`config.mk`:
```
export PLATFORM = sky130hd
export DESIGN_NAME = frontEnd
export DESIGN_NICKNAME = d
export VERILOG_FILES = /design/src/common/isaPkg.sv /design/src/common/pipePkg.sv /design/src/logic/decodeUnit.sv /design/src/logic/frontEnd.sv /design/src/logic/pipeStage.sv /design/src/rename/freeList.sv /design/src/rename/renameMap.sv
export SDC_FILE = /design/constraint.sdc
export NUM_CORES = 1
export LEC_CHECK = 0
export ABC_AREA = 1
export BUFFER_PORTS_ARGS = -buffer_cell sky130_fd_sc_hd__buf_2
export CAP_MARGIN = 25
export CORE_MARGIN = 2
export CORE_UTILIZATION = 40
export CTS_CLUSTER_DIAMETER = 60
export DETAILED_ROUTE_END_ITERATION = 6
export HOLD_SLACK_MARGIN = 0.08
export PLACE_DENSITY_LB_ADDON = 0.3
export SETUP_SLACK_MARGIN = 0.4
export SYNTH_ARGS = -nofsm -noshare
export SYNTH_HDL_FRONTEND = slang
export SYNTH_SLANG_ARGS = --single-unit
```
`constraint.sdc`:
```
create_clock -name clk -period 8.75 [get_ports clk]
set_input_delay 0.875 -clock clk [delete_from_list [all_inputs] [get_ports clk]]
set_output_delay 0.875 -clock clk [all_outputs]
set_load 0.03 [all_outputs]
```
`src/common/isaPkg.sv`:
```
`default_nettype none

package isaPkg;

    // ********************
    // architectural state
    // ********************
    localparam int ARCH_REGS = 8;

    typedef logic [$clog2(ARCH_REGS)-1:0] archReg;

    // ********************
    // instruction format
    // ********************
    typedef logic [15:0] instrWord;

    // field view of an instrWord, msb first
    typedef struct packed {
        logic [3:0] opcode;
        archReg     rd;
        archReg     rs1;
        archReg     rs2;
        logic [2:0] spare;  // unused bits
    } instrFields;

    // opcode field values 0 to 5 line up with the first six enum values
    typedef enum logic [2:0] {
        add     = 3'd0,
        sub     = 3'd1,
        andOp   = 3'd2,
        orOp    = 3'd3,
        loadImm = 3'd4,
        nop     = 3'd5,
        illegal = 3'd6
    } opKind;

    // highest opcode field value that decodes to a real op
    localparam logic [3:0] LAST_OPCODE = 4'd5;

endpackage

`default_nettype wire

```
`src/common/pipePkg.sv`:
```
`default_nettype none

package pipePkg;

    // ********************
    // machine sizes
    // ********************
    localparam int MACHINE_WIDTH = 2;
    localparam int PHYS_REGS = 16;

    // tags above the reset mapping start out free
    localparam int FIRST_FREE = isaPkg::ARCH_REGS;
    localparam int INIT_FREE = PHYS_REGS - FIRST_FREE;

    typedef logic [$clog2(PHYS_REGS)-1:0] physTag;

    // ********************
    // bundles between stages
    // ********************
    typedef struct packed {
        isaPkg::instrWord [MACHINE_WIDTH-1:0] instr;
        logic [MACHINE_WIDTH-1:0]             mask;  // one bit per slot
    } rawBundle;

    typedef struct packed {
        logic           valid;
        isaPkg::opKind  op;
        logic           writesDest;
        isaPkg::archReg rd;
        isaPkg::archReg rs1;
        isaPkg::archReg rs2;
    } decodedSlot;

    typedef decodedSlot [MACHINE_WIDTH-1:0] decodedBundle;

    typedef struct packed {
        logic          valid;
        isaPkg::opKind op;
        physTag        pd;   // zero when the slot writes nothing
        physTag        ps1;
        physTag        ps2;
    } renamedSlot;

    typedef renamedSlot [MACHINE_WIDTH-1:0] renamedBundle;

endpackage

`default_nettype wire

```
`src/logic/decodeUnit.sv`:
```
`timescale 1ns/100ps
`default_nettype none

module decodeUnit (
    input  pipePkg::rawBundle     bundle,
    output pipePkg::decodedBundle decoded
);
    import isaPkg::*;
    import pipePkg::*;

    instrFields [MACHINE_WIDTH-1:0] fields;

    assign fields = bundle.instr;  // same bits, field view

    function automatic opKind decodeOp(logic [3:0] code);
        if (code <= LAST_OPCODE) begin
            return opKind'(code[2:0]);
        end
        return illegal;
    endfunction

    // ********************
    // per slot decode
    // ********************
    always_comb begin
        for (int i = 0; i < MACHINE_WIDTH; i++) begin
            decoded[i].valid = bundle.mask[i];
            decoded[i].op = decodeOp(fields[i].opcode);
            decoded[i].rd = fields[i].rd;
            decoded[i].rs1 = fields[i].rs1;
            decoded[i].rs2 = fields[i].rs2;
            // nop and illegal leave the register file alone
            decoded[i].writesDest = decoded[i].op inside {add, sub, andOp, orOp, loadImm};
        end
    end

endmodule

`default_nettype wire

```
`src/logic/frontEnd.sv`:
```
`timescale 1ns/100ps
`default_nettype none

module frontEnd (
    input  logic                  clk,
    input  logic                  rstN,
    input  logic                  flush,
    input  logic                  inValid,
    input  pipePkg::rawBundle     inBundle,
    output logic                  inReady,
    output logic                  outValid,
    output pipePkg::renamedBundle outBundle,
    input  logic                  outReady,
    input  logic                  relValid,
    input  pipePkg::physTag       relTag
);
    import pipePkg::*;

    decodedBundle decoded, stage1Data;
    logic stage1Valid, renReady;
    renamedBundle renamed;
    logic renValid, stage2Ready;
    logic [$clog2(PHYS_REGS):0] freeCount;
    physTag freeHead0, freeHead1;
    logic [1:0] popCount;

    decodeUnit decoder (
        .bundle  (inBundle),
        .decoded (decoded)
    );

    // ********************
    // decode to rename
    // ********************
    pipeStage #(.payloadType(decodedBundle)) stage1 (
        .clk       (clk),
        .rstN      (rstN),
        .flush     (flush),
        .upValid   (inValid),
        .upData    (decoded),
        .upReady   (inReady),
        .downValid (stage1Valid),
        .downData  (stage1Data),
        .downReady (renReady)
    );

    renameMap renamer (
        .clk       (clk),
        .rstN      (rstN),
        .inValid   (stage1Valid),
        .inBundle  (stage1Data),
        .inReady   (renReady),
        .outValid  (renValid),
        .outBundle (renamed),
        .outReady  (stage2Ready),
        .freeCount (freeCount),
        .freeHead0 (freeHead0),
        .freeHead1 (freeHead1),
        .popCount  (popCount)
    );

    freeList freeTags (
        .clk       (clk),
        .rstN      (rstN),
        .popCount  (popCount),
        .pushValid (relValid),
        .pushTag   (relTag),
        .count     (freeCount),
        .head0     (freeHead0),
        .head1     (freeHead1)
    );

    // ********************
    // rename to output
    // ********************
    // renamed bundles cannot be undone, so flush stops at stage1
    pipeStage #(.payloadType(renamedBundle)) stage2 (
        .clk       (clk),
        .rstN      (rstN),
        .flush     (1'b0),
        .upValid   (renValid),
        .upData    (renamed),
        .upReady   (stage2Ready),
        .downValid (outValid),
        .downData  (outBundle),
        .downReady (outReady)
    );

endmodule

`default_nettype wire

```
`src/logic/pipeStage.sv`:
```
`timescale 1ns/100ps
`default_nettype none

module pipeStage #(
    parameter type payloadType = logic
) (
    input  logic       clk,
    input  logic       rstN,
    input  logic       flush,
    input  logic       upValid,
    input  payloadType upData,
    output logic       upReady,
    output logic       downValid,
    output payloadType downData,
    input  logic       downReady
);
    logic       full;
    payloadType held;

    // a flushed stage takes nothing on that edge
    assign upReady = (!full || downReady) && !flush;
    assign downValid = full;
    assign downData = held;

    // ********************
    // stage register
    // ********************
    always_ff @(posedge clk or negedge rstN) begin
        if (!rstN) begin
            full <= 1'b0;
            held <= '0;
        end else if (flush) begin
            full <= 1'b0;
        end else if (upValid && upReady) begin
            full <= 1'b1;
            held <= upData;
        end else if (downReady) begin
            full <= 1'b0;  // drained with nothing behind it
        end
    end

    // a stalled consumer must see the same payload on the next edge
    holdWhileStalled: assert property (@(posedge clk) disable iff (!rstN)
        downValid && !downReady |=> $stable(downData));

endmodule

`default_nettype wire

```
`src/rename/freeList.sv`:
```
`timescale 1ns/100ps
`default_nettype none

module freeList (
    input  logic                                clk,
    input  logic                                rstN,
    input  logic [1:0]                          popCount,
    input  logic                                pushValid,
    input  pipePkg::physTag                     pushTag,
    output logic [$clog2(pipePkg::PHYS_REGS):0] count,
    output pipePkg::physTag                     head0,
    output pipePkg::physTag                     head1
);
    import pipePkg::*;

    physTag fifo [PHYS_REGS];
    logic [$clog2(PHYS_REGS)-1:0] rdPtr, wrPtr, rdPtr1;

    assign rdPtr1 = rdPtr + 1'b1;  // wraps with the ring
    assign head0 = fifo[rdPtr];
    assign head1 = fifo[rdPtr1];

    // ********************
    // pointers and count
    // ********************
    always_ff @(posedge clk or negedge rstN) begin
        if (!rstN) begin
            rdPtr <= '0;
            wrPtr <= ($clog2(PHYS_REGS))'(INIT_FREE);
            count <= ($clog2(PHYS_REGS) + 1)'(INIT_FREE);
        end else begin
            rdPtr <= rdPtr + ($clog2(PHYS_REGS))'(popCount);
            if (pushValid) begin
                wrPtr <= wrPtr + 1'b1;
            end
            count <= count + ($clog2(PHYS_REGS) + 1)'(pushValid)
                           - ($clog2(PHYS_REGS) + 1)'(popCount);
        end
    end

    // ********************
    // tag storage
    // ********************
    // reset contents are the free tags, entries past INIT_FREE hold don't care values
    always_ff @(posedge clk or negedge rstN) begin
        if (!rstN) begin
            for (int i = 0; i < PHYS_REGS; i++) begin
                fifo[i] <= physTag'(i + FIRST_FREE);
            end
        end else if (pushValid) begin
            fifo[wrPtr] <= pushTag;  // released tags go to the tail
        end
    end

    noUnderflow: assert property (@(posedge clk) disable iff (!rstN)
        popCount <= count);

    // a full list means a tag was released twice
    noOverflow: assert property (@(posedge clk) disable iff (!rstN)
        pushValid |-> count < ($clog2(PHYS_REGS) + 1)'(PHYS_REGS));

endmodule

`default_nettype wire

```
`src/rename/renameMap.sv`:
```
`timescale 1ns/100ps
`default_nettype none

module renameMap (
    input  logic                               clk,
    input  logic                               rstN,
    input  logic                               inValid,
    input  pipePkg::decodedBundle              inBundle,
    output logic                               inReady,
    output logic                               outValid,
    output pipePkg::renamedBundle              outBundle,
    input  logic                               outReady,
    input  logic [$clog2(pipePkg::PHYS_REGS):0] freeCount,
    input  pipePkg::physTag                    freeHead0,
    input  pipePkg::physTag                    freeHead1,
    output logic [1:0]                         popCount
);
    import isaPkg::*;
    import pipePkg::*;

    physTag mapTable [ARCH_REGS];
    logic wr0, wr1;
    logic [1:0] needCount;
    logic enough, fire;
    physTag pd0, pd1;

    assign wr0 = inBundle[0].valid & inBundle[0].writesDest;
    assign wr1 = inBundle[1].valid & inBundle[1].writesDest;
    assign needCount = 2'(wr0) + 2'(wr1);
    assign enough = freeCount >= {3'b000, needCount};

    // the bundle waits in stage1 until every destination can get a tag
    assign inReady = outReady & enough;
    assign outValid = inValid & enough;
    assign fire = inValid & inReady;
    assign popCount = fire ? needCount : 2'd0;

    // tags come off the head in slot order
    assign pd0 = wr0 ? freeHead0 : '0;
    assign pd1 = wr1 ? (wr0 ? freeHead1 : freeHead0) : '0;

    // ********************
    // source lookup
    // ********************
    always_comb begin
        outBundle[0].valid = inBundle[0].valid;
        outBundle[0].op = inBundle[0].op;
        outBundle[0].pd = pd0;
        outBundle[0].ps1 = mapTable[inBundle[0].rs1];
        outBundle[0].ps2 = mapTable[inBundle[0].rs2];

        outBundle[1].valid = inBundle[1].valid;
        outBundle[1].op = inBundle[1].op;
        outBundle[1].pd = pd1;
        // slot 1 sees slot 0's result before the table does
        outBundle[1].ps1 = (wr0 && inBundle[1].rs1 == inBundle[0].rd) ? pd0
                                                                       : mapTable[inBundle[1].rs1];
        outBundle[1].ps2 = (wr0 && inBundle[1].rs2 == inBundle[0].rd) ? pd0
                                                                       : mapTable[inBundle[1].rs2];
    end

    // ********************
    // map table update
    // ********************
    always_ff @(posedge clk or negedge rstN) begin
        if (!rstN) begin
            for (int i = 0; i < ARCH_REGS; i++) begin
                mapTable[i] <= physTag'(i);  // identity mapping
            end
        end else if (fire) begin
            if (wr0) begin
                mapTable[inBundle[0].rd] <= pd0;
            end
            if (wr1) begin
                mapTable[inBundle[1].rd] <= pd1;  // wins over slot 0 on the same rd
            end
        end
    end

    // the pop must be covered by what the free list reports
    popWithinFree: assert property (@(posedge clk) disable iff (!rstN)
        popCount <= freeCount);

endmodule

`default_nettype wire

```
**Word-level counts from Yosys, hierarchy flattened**

Cells that the tools add are included.

- Eq/ne operators: 10
- Add/sub/neg operators: 6
- Multiplexer cells: 47
- Reductions and logical operators: 20
- Magnitude comparators: 15
- Bitwise gates (word level): 15

Operator list:

| kind | count |
|---|---|
| 2-to-1 mux 32 bit | 3 |
| 2-to-1 mux 4 bit | 20 |
| bitwise mux 32 bit | 2 |
| bitwise mux 64 bit | 1 |
| binary-select mux 4 bit (select 3 bit) | 4 |
| binary-select mux 4 bit (select 4 bit) | 2 |
| demux 4 bit (select 3 bit) | 2 |
| >= comparator 4 bit, second input constant | 6 |
| inverter 3 -> 4 bit | 6 |
| demux 4 bit (select 4 bit) | 1 |
| >= comparator 5 bit, second input constant | 3 |
| inverter 4 -> 5 bit | 3 |
| == test 3 x 2 -> 1 bit, second input constant | 4 |
| 2-to-1 mux 3 bit | 4 |
| nonzero test 5 bit | 2 |
| adder 4 x 1 -> 4 bit, second input constant | 2 |
| <= comparator 4 x 3 -> 1 bit, second input constant | 2 |
| logical AND 1 bit | 8 |
| < comparator 4 x 1 -> 1 bit, second input constant | 2 |
| 2-to-1 mux 1 bit | 7 |
| == test 3 x 1 -> 1 bit, second input constant | 2 |
| == test 3 bit | 2 |
| == test 3 bit, second input constant | 2 |
| zero test 3 bit | 2 |
| 14 further kinds | 21 |

- Bits of input ports: 44
- Bits in registers: 171
- Word-level logic and storage cells: 164
- Output and inout port bits: 34

**Longest topological paths before layout**

- Depth after elaboration: 10
- Gate-level depth with buffers: 17
- Depth with buffers taken out: 17

**By module**

From an unflattened synthesis, not the netlist that was laid out.

- Cells, all modules: 1604
- Area, all modules: 11193.2 um^2

By module, submodules not included:

| module | times used | sequential area each (um^2) | cells each | area each (um^2) |
|---|---|---|---|---|
| freeList | 1 | 1969.4 | 620 | 4548.1 |
| renameMap | 1 | 815.8 | 664 | 3753.6 |
| pipeStage at stage2 | 1 | 825.8 | 149 | 1383.8 |
| pipeStage at stage1 | 1 | 725.7 | 131 | 1271.2 |
| decodeUnit | 1 | 0.0 | 39 | 232.7 |
| frontEnd | 1 | 0.0 | 1 | 3.8 |

**Worst setup path after synthesis**

No wires, ideal clock.

- Path type: flip-flop to flip-flop
- Start: register stage1.held, in the netlist stage1.downData[13]
- End: register freeTags.count[4] in the netlist's numbering
- Stages on the path, launching flop included: 17
- Library setup time: 0.079 ns
- Path slack: 5.378 ns
- Buffers on the path: 1
- Required time: 8.671 ns
- Period minus slack after synthesis: 3.372 ns
- Arrival: 3.293 ns
- Cell sequence: dfrtp_1 > nand2_1 > clkinv_1 > ha_1 > ha_1 > nand4_1 > nand4_1 > nand3_2 > clkbuf_1 > nor2_1 > inv_1 > ha_1 > fa_1 > a21oi_1 > nor2_1 > nor2_1 > xor2_1

- Longest elaborated chain between the ends: 7

RTL lines:

| element | RTL line | text |
|---|---|---|
| from (decl) | pipeStage.sv:18 | `payloadType held;` |
| from (signal assigned) | pipeStage.sv:36 | `held <= upData;` |
| AND 1 bit (*) | renameMap.sv:27 | `assign wr0 = inBundle[0].valid & inBundle[0].writesDest;` |
| adder 1 x 1 -> 2 bit (*) | renameMap.sv:29 | `assign needCount = 2'(wr0) + 2'(wr1);` |
| >= comparator 5 x 2 -> 1 bit | renameMap.sv:30 | `assign enough = freeCount >= {3'b000, needCount};` |
| AND 1 bit | renameMap.sv:33 | `assign inReady = outReady & enough;` |
| AND 1 bit | renameMap.sv:35 | `assign fire = inValid & inReady;` |
| 2-to-1 mux 2 bit (*) | renameMap.sv:36 | `assign popCount = fire ? needCount : 2'd0;` |
| subtractor 5 x 2 -> 5 bit (*) | freeList.sv:37 | `- ($clog2(PHYS_REGS) + 1)'(popCount);` |
| to (signal assigned) | freeList.sv:30 | `count <= ($clog2(PHYS_REGS) + 1)'(INIT_FREE);` |
| to (signal assigned) | freeList.sv:36 | `count <= count + ($clog2(PHYS_REGS) + 1)'(pushValid)` |
| to (decl) | freeList.sv:10 | `output logic [$clog2(pipePkg::PHYS_REGS):0] count,` |

Every way passes the cells marked *; elsewhere a longest branch is shown, timed or not.
A chain may end at the register's enable or synchronous reset.

**Worst setup path after layout**

- Start: register stage1.held, in the netlist stage1.downData[13]
- End: register stage2.held, in the netlist stage2.downData[24]

- Longest elaborated chain between the ends: 5
- Elaborated cells between the ends (all ways): 7
- Classes of those cells: add/sub (1); order compare (1); mux (2); bitwise (2); reduce/logical (1)

RTL lines:

| element | RTL line | text |
|---|---|---|
| AND 1 bit (*) | renameMap.sv:27 |  |
| adder 1 x 1 -> 2 bit | renameMap.sv:29 |  |
| >= comparator 5 x 2 -> 1 bit | renameMap.sv:30 |  |
| AND 1 bit | renameMap.sv:34 | `assign outValid = inValid & enough;` |
| logical AND 1 bit | pipeStage.sv:34 | `end else if (upValid && upReady) begin` |
| to (signal assigned) | pipeStage.sv:36 |  |
| to (decl) | pipeStage.sv:18 |  |

Marks and branches as above.

==> reports/summary.txt <==
root buffer selected by CTS - clkbuf_16
syn nets - 1519
height of the die - 164 um
Worst EP arrival - 4.65 ns
Place WS - 4.45 ns
initial detailed-routing violation count - 1063
WL/cell - 15.9 um
HPWL after detailed placement - 19600 um
Clock Power Share - 17.0%
CTS max path bufs - 2
setup_tns - 0 ns
share of flip-flops with an asynchronous set or reset - 100%
GPL Wtd Cong - 0.932
Yosys cell types - 32
status - finished, final reports clean
P_sw - 2070 uW
Layout Skew - 0.0196 ns
Synth top cells by count - nand2_1, o21ai_0, inv_1, dfrtp_1, a21oi_1
sequential share of power - 35.2%
max_cap viols - 0
Num CTS Buffers - 17
std cell rows - 58
Worst-path clk slew - 0.06 ns
Initial Utilization - 40.7%
sw frac - 48.9%
Final Hold Vio Count - 0
Die Span X - 164 um
Ys Warns - 0
die area - 26800 um^2
Combinational Power Share - 47.8%
DRC viols - 0
number of max-slew violations in the final report - 0
RSZ-0062 raised after global routing - false
grt ovf - 0
global-route wire length before repair - 46500 um
reg2reg path depth - 11
PortBufs - 71
Pre-antenna DRT Iters - 6
Vias per Instance - 5.26
hold path cells - 2
Worst-Skew Late Latency - 0.45 ns
Routed Antenna Nets - 0
CTS HTree Levels - 4
Post-synth EDFFs - 0
Setup Fix Bufs, Post-CTS - 0
CP Launch Type - flip-flop
share of layout cells above drive strength 1 - 11.3%
Max VDD drop - 0.270 mV
Worst Tran Pin Value - 1.03 ns
hold crit path type - reg2reg
# clock sinks - 171
most frequent cell after synthesis - nand2_1
Post-CTS Resized - 0
critical path type - reg2reg
ANT cells - 0
GRT Total Usage - 22.2%
Synth area leaders - dfrtp_1, nand2_1, dfstp_2, o21ai_0, a21oi_1
Rel. slew slack - 31.6%
area share of the largest cell type after synthesis - 30.6%
crit path time final - 4.35 ns
LEAKAGE - 0.00526 uW
vias - 9603
initial antenna violation count - 0
Placeable Area - 25100 um^2
number of global-route vias before repair - 8500
CP required - 9.06 ns
largest net degree at the start of global routing - 106
period utilization - 49.7%
worst setup margin - 4.40 ns
post-synth top area cell - dfrtp_1
CTS tree - yes
Highest Clock Rate - 230 MHz
final net count - 1545
sequential share of the synthesized area - 42.5%
final setup vio count - 0
#FFs+latches synth - 171
Ports - 78
final WL - 29100 um
hold buffers post-CTS - 0
Mapped Cells - 1455
area grow syn2layout - 10.1%
fillers - 2600
area of the mapped netlist - 10200 um^2
ys flop type - dfrtp_1
internal power - 2170 uW
Max Fanout on Critical Path - 105
power density cells - 377 nW/um^2
Syn Area/Cell - 7.02 um^2
Worst setup EP type - flip-flop
[path summary, 6_finish.rpt]
kind,start,end,slack [ns]
max in group asynchronous,rstN,freeTags.count[3]$_DFF_PN1_,7.06
min,stage1.downData[12]$_DFFE_PN0P_,stage2.downData[14]$_DFFE_PN0P_,0.48
min in group asynchronous,rstN,renamer.mapTable[3]$_DFFE_PN0N_,0.49
min reg2reg,stage1.downData[12]$_DFFE_PN0P_,stage2.downData[14]$_DFFE_PN0P_,0.48
max reg2reg,stage1.downData[13]$_DFFE_PN0P_,stage2.downData[24]$_DFFE_PN0P_,4.40
max,stage1.downData[13]$_DFFE_PN0P_,stage2.downData[24]$_DFFE_PN0P_,4.40
[cell families (layout without fill, tap and decap cells)]
kind of cell	count (synthesis)	in the layout	share of synthesized area, %
AO/OA/AOI/OAI	336	336	17.4
XOR/XNOR	11	11	1.09
adder cells (fa/ha/maj)	20	20	2.60
buffers and inverters	210	249	8.55
flip-flops	171	171	42.5
AND/OR/NAND/NOR	707	707	27.9
[state kept, by name, indices dropped and copies added (netlist names)]
| signal | count |
|---|---|
| stage1.downValid | 1 |
| freeTags.wrPtr | 4 |
| freeTags.rdPtr | 4 |
| renamer.mapTable | 32 |
| stage2.downValid | 1 |
| freeTags.fifo | 64 |
| freeTags.count | 5 |
| stage1.downData | 28 |
| stage2.downData | 32 |
[placed cells by master, fill, tap and decap left out, types with 4 or more instances in the layout]
cell type / Yosys / routed
ha_1: 18 / 18
o21ai_1: 9 / 9
nand4_1: 4 / 4
o21ai_0: 163 / 163
clkinv_4: 0 / 4
inv_2: 5 / 5
nor2_1: 51 / 51
buf_2: 14 / 70
clkbuf_16: 0 / 17
nand2_2: 5 / 5
o22ai_1: 7 / 7
nand2_1: 519 / 519
dfstp_2: 46 / 46
inv_6: 0 / 5
nand3_1: 122 / 122
o211ai_1: 26 / 26
inv_1: 135 / 135
a21oi_1: 124 / 124
dfrtp_1: 125 / 124
xor2_1: 8 / 8
[worst max-delay path, cell delays in order, from the launching register on]
cell,delay [ns]
dfrtp_1,0.39
nand2_1,0.34
clkinv_1,0.47
ha_1,0.45
ha_1,0.28
nand4_1,0.09
nand4_1,0.17
nand3_4,0.12
buf_4,0.78
inv_1,0.66
nand3_1,0.33
o21ai_1,0.11
[power by group through the flow]
stage               registers [uW]  logic (uW)  clock network (uW)
detailed placement            1490        2000                   0
CTS                           1480        2010                 737
finish                        1490        2030                 722
global route                  1530        2280                 772
floorplan                     1470        1450                   0
global placement              1480        1970                   0
[per-stage QoR]
step | cells | total power, uW | hold WS [ns] | util, % | instance area, um^2
final | 1824 | 4240 | 0.476 | 44.8 | 11200
after global routing | 1824 | 4580 | 0.494 | 44.8 | 11200
after CTS | 1823 | 4230 | 0.471 | 44.7 | 11200
after detailed placement | 1791 | 3490 | 0.456 | 42.5 | 10700
after global placement | 1791 | 3460 | 0.453 | 42.5 | 10700
after floorplan | 1455 | 2920 | 0.442 | - | 10200
[layout make-up]
class	instances	area [um^2]	area share [%]
multi-input cells	1074	5010	44.5
clock inverters	13	108	0.957
flip-flops and latches	171	4340	38.6
well taps	330	413	3.67
repair buffers	75	412	3.66
inverters	142	533	4.74
clock buffers	19	433	3.85
[per-layer routing]
layer | GRT usage [%] | wire (um) | vias up | share of wire, %
li1 | - | - | 4765 | -
met1 | 30.5 | 12600 | 4412 | 43
met2 | 34.6 | 13500 | 354 | 47
met3 | 4.07 | 2030 | 72 | 7.0
met4 | 8.97 | 910 | 0 | 3.1
met5 | 0 | 0 | - | 0
Power figures use the tool's default switching activity.
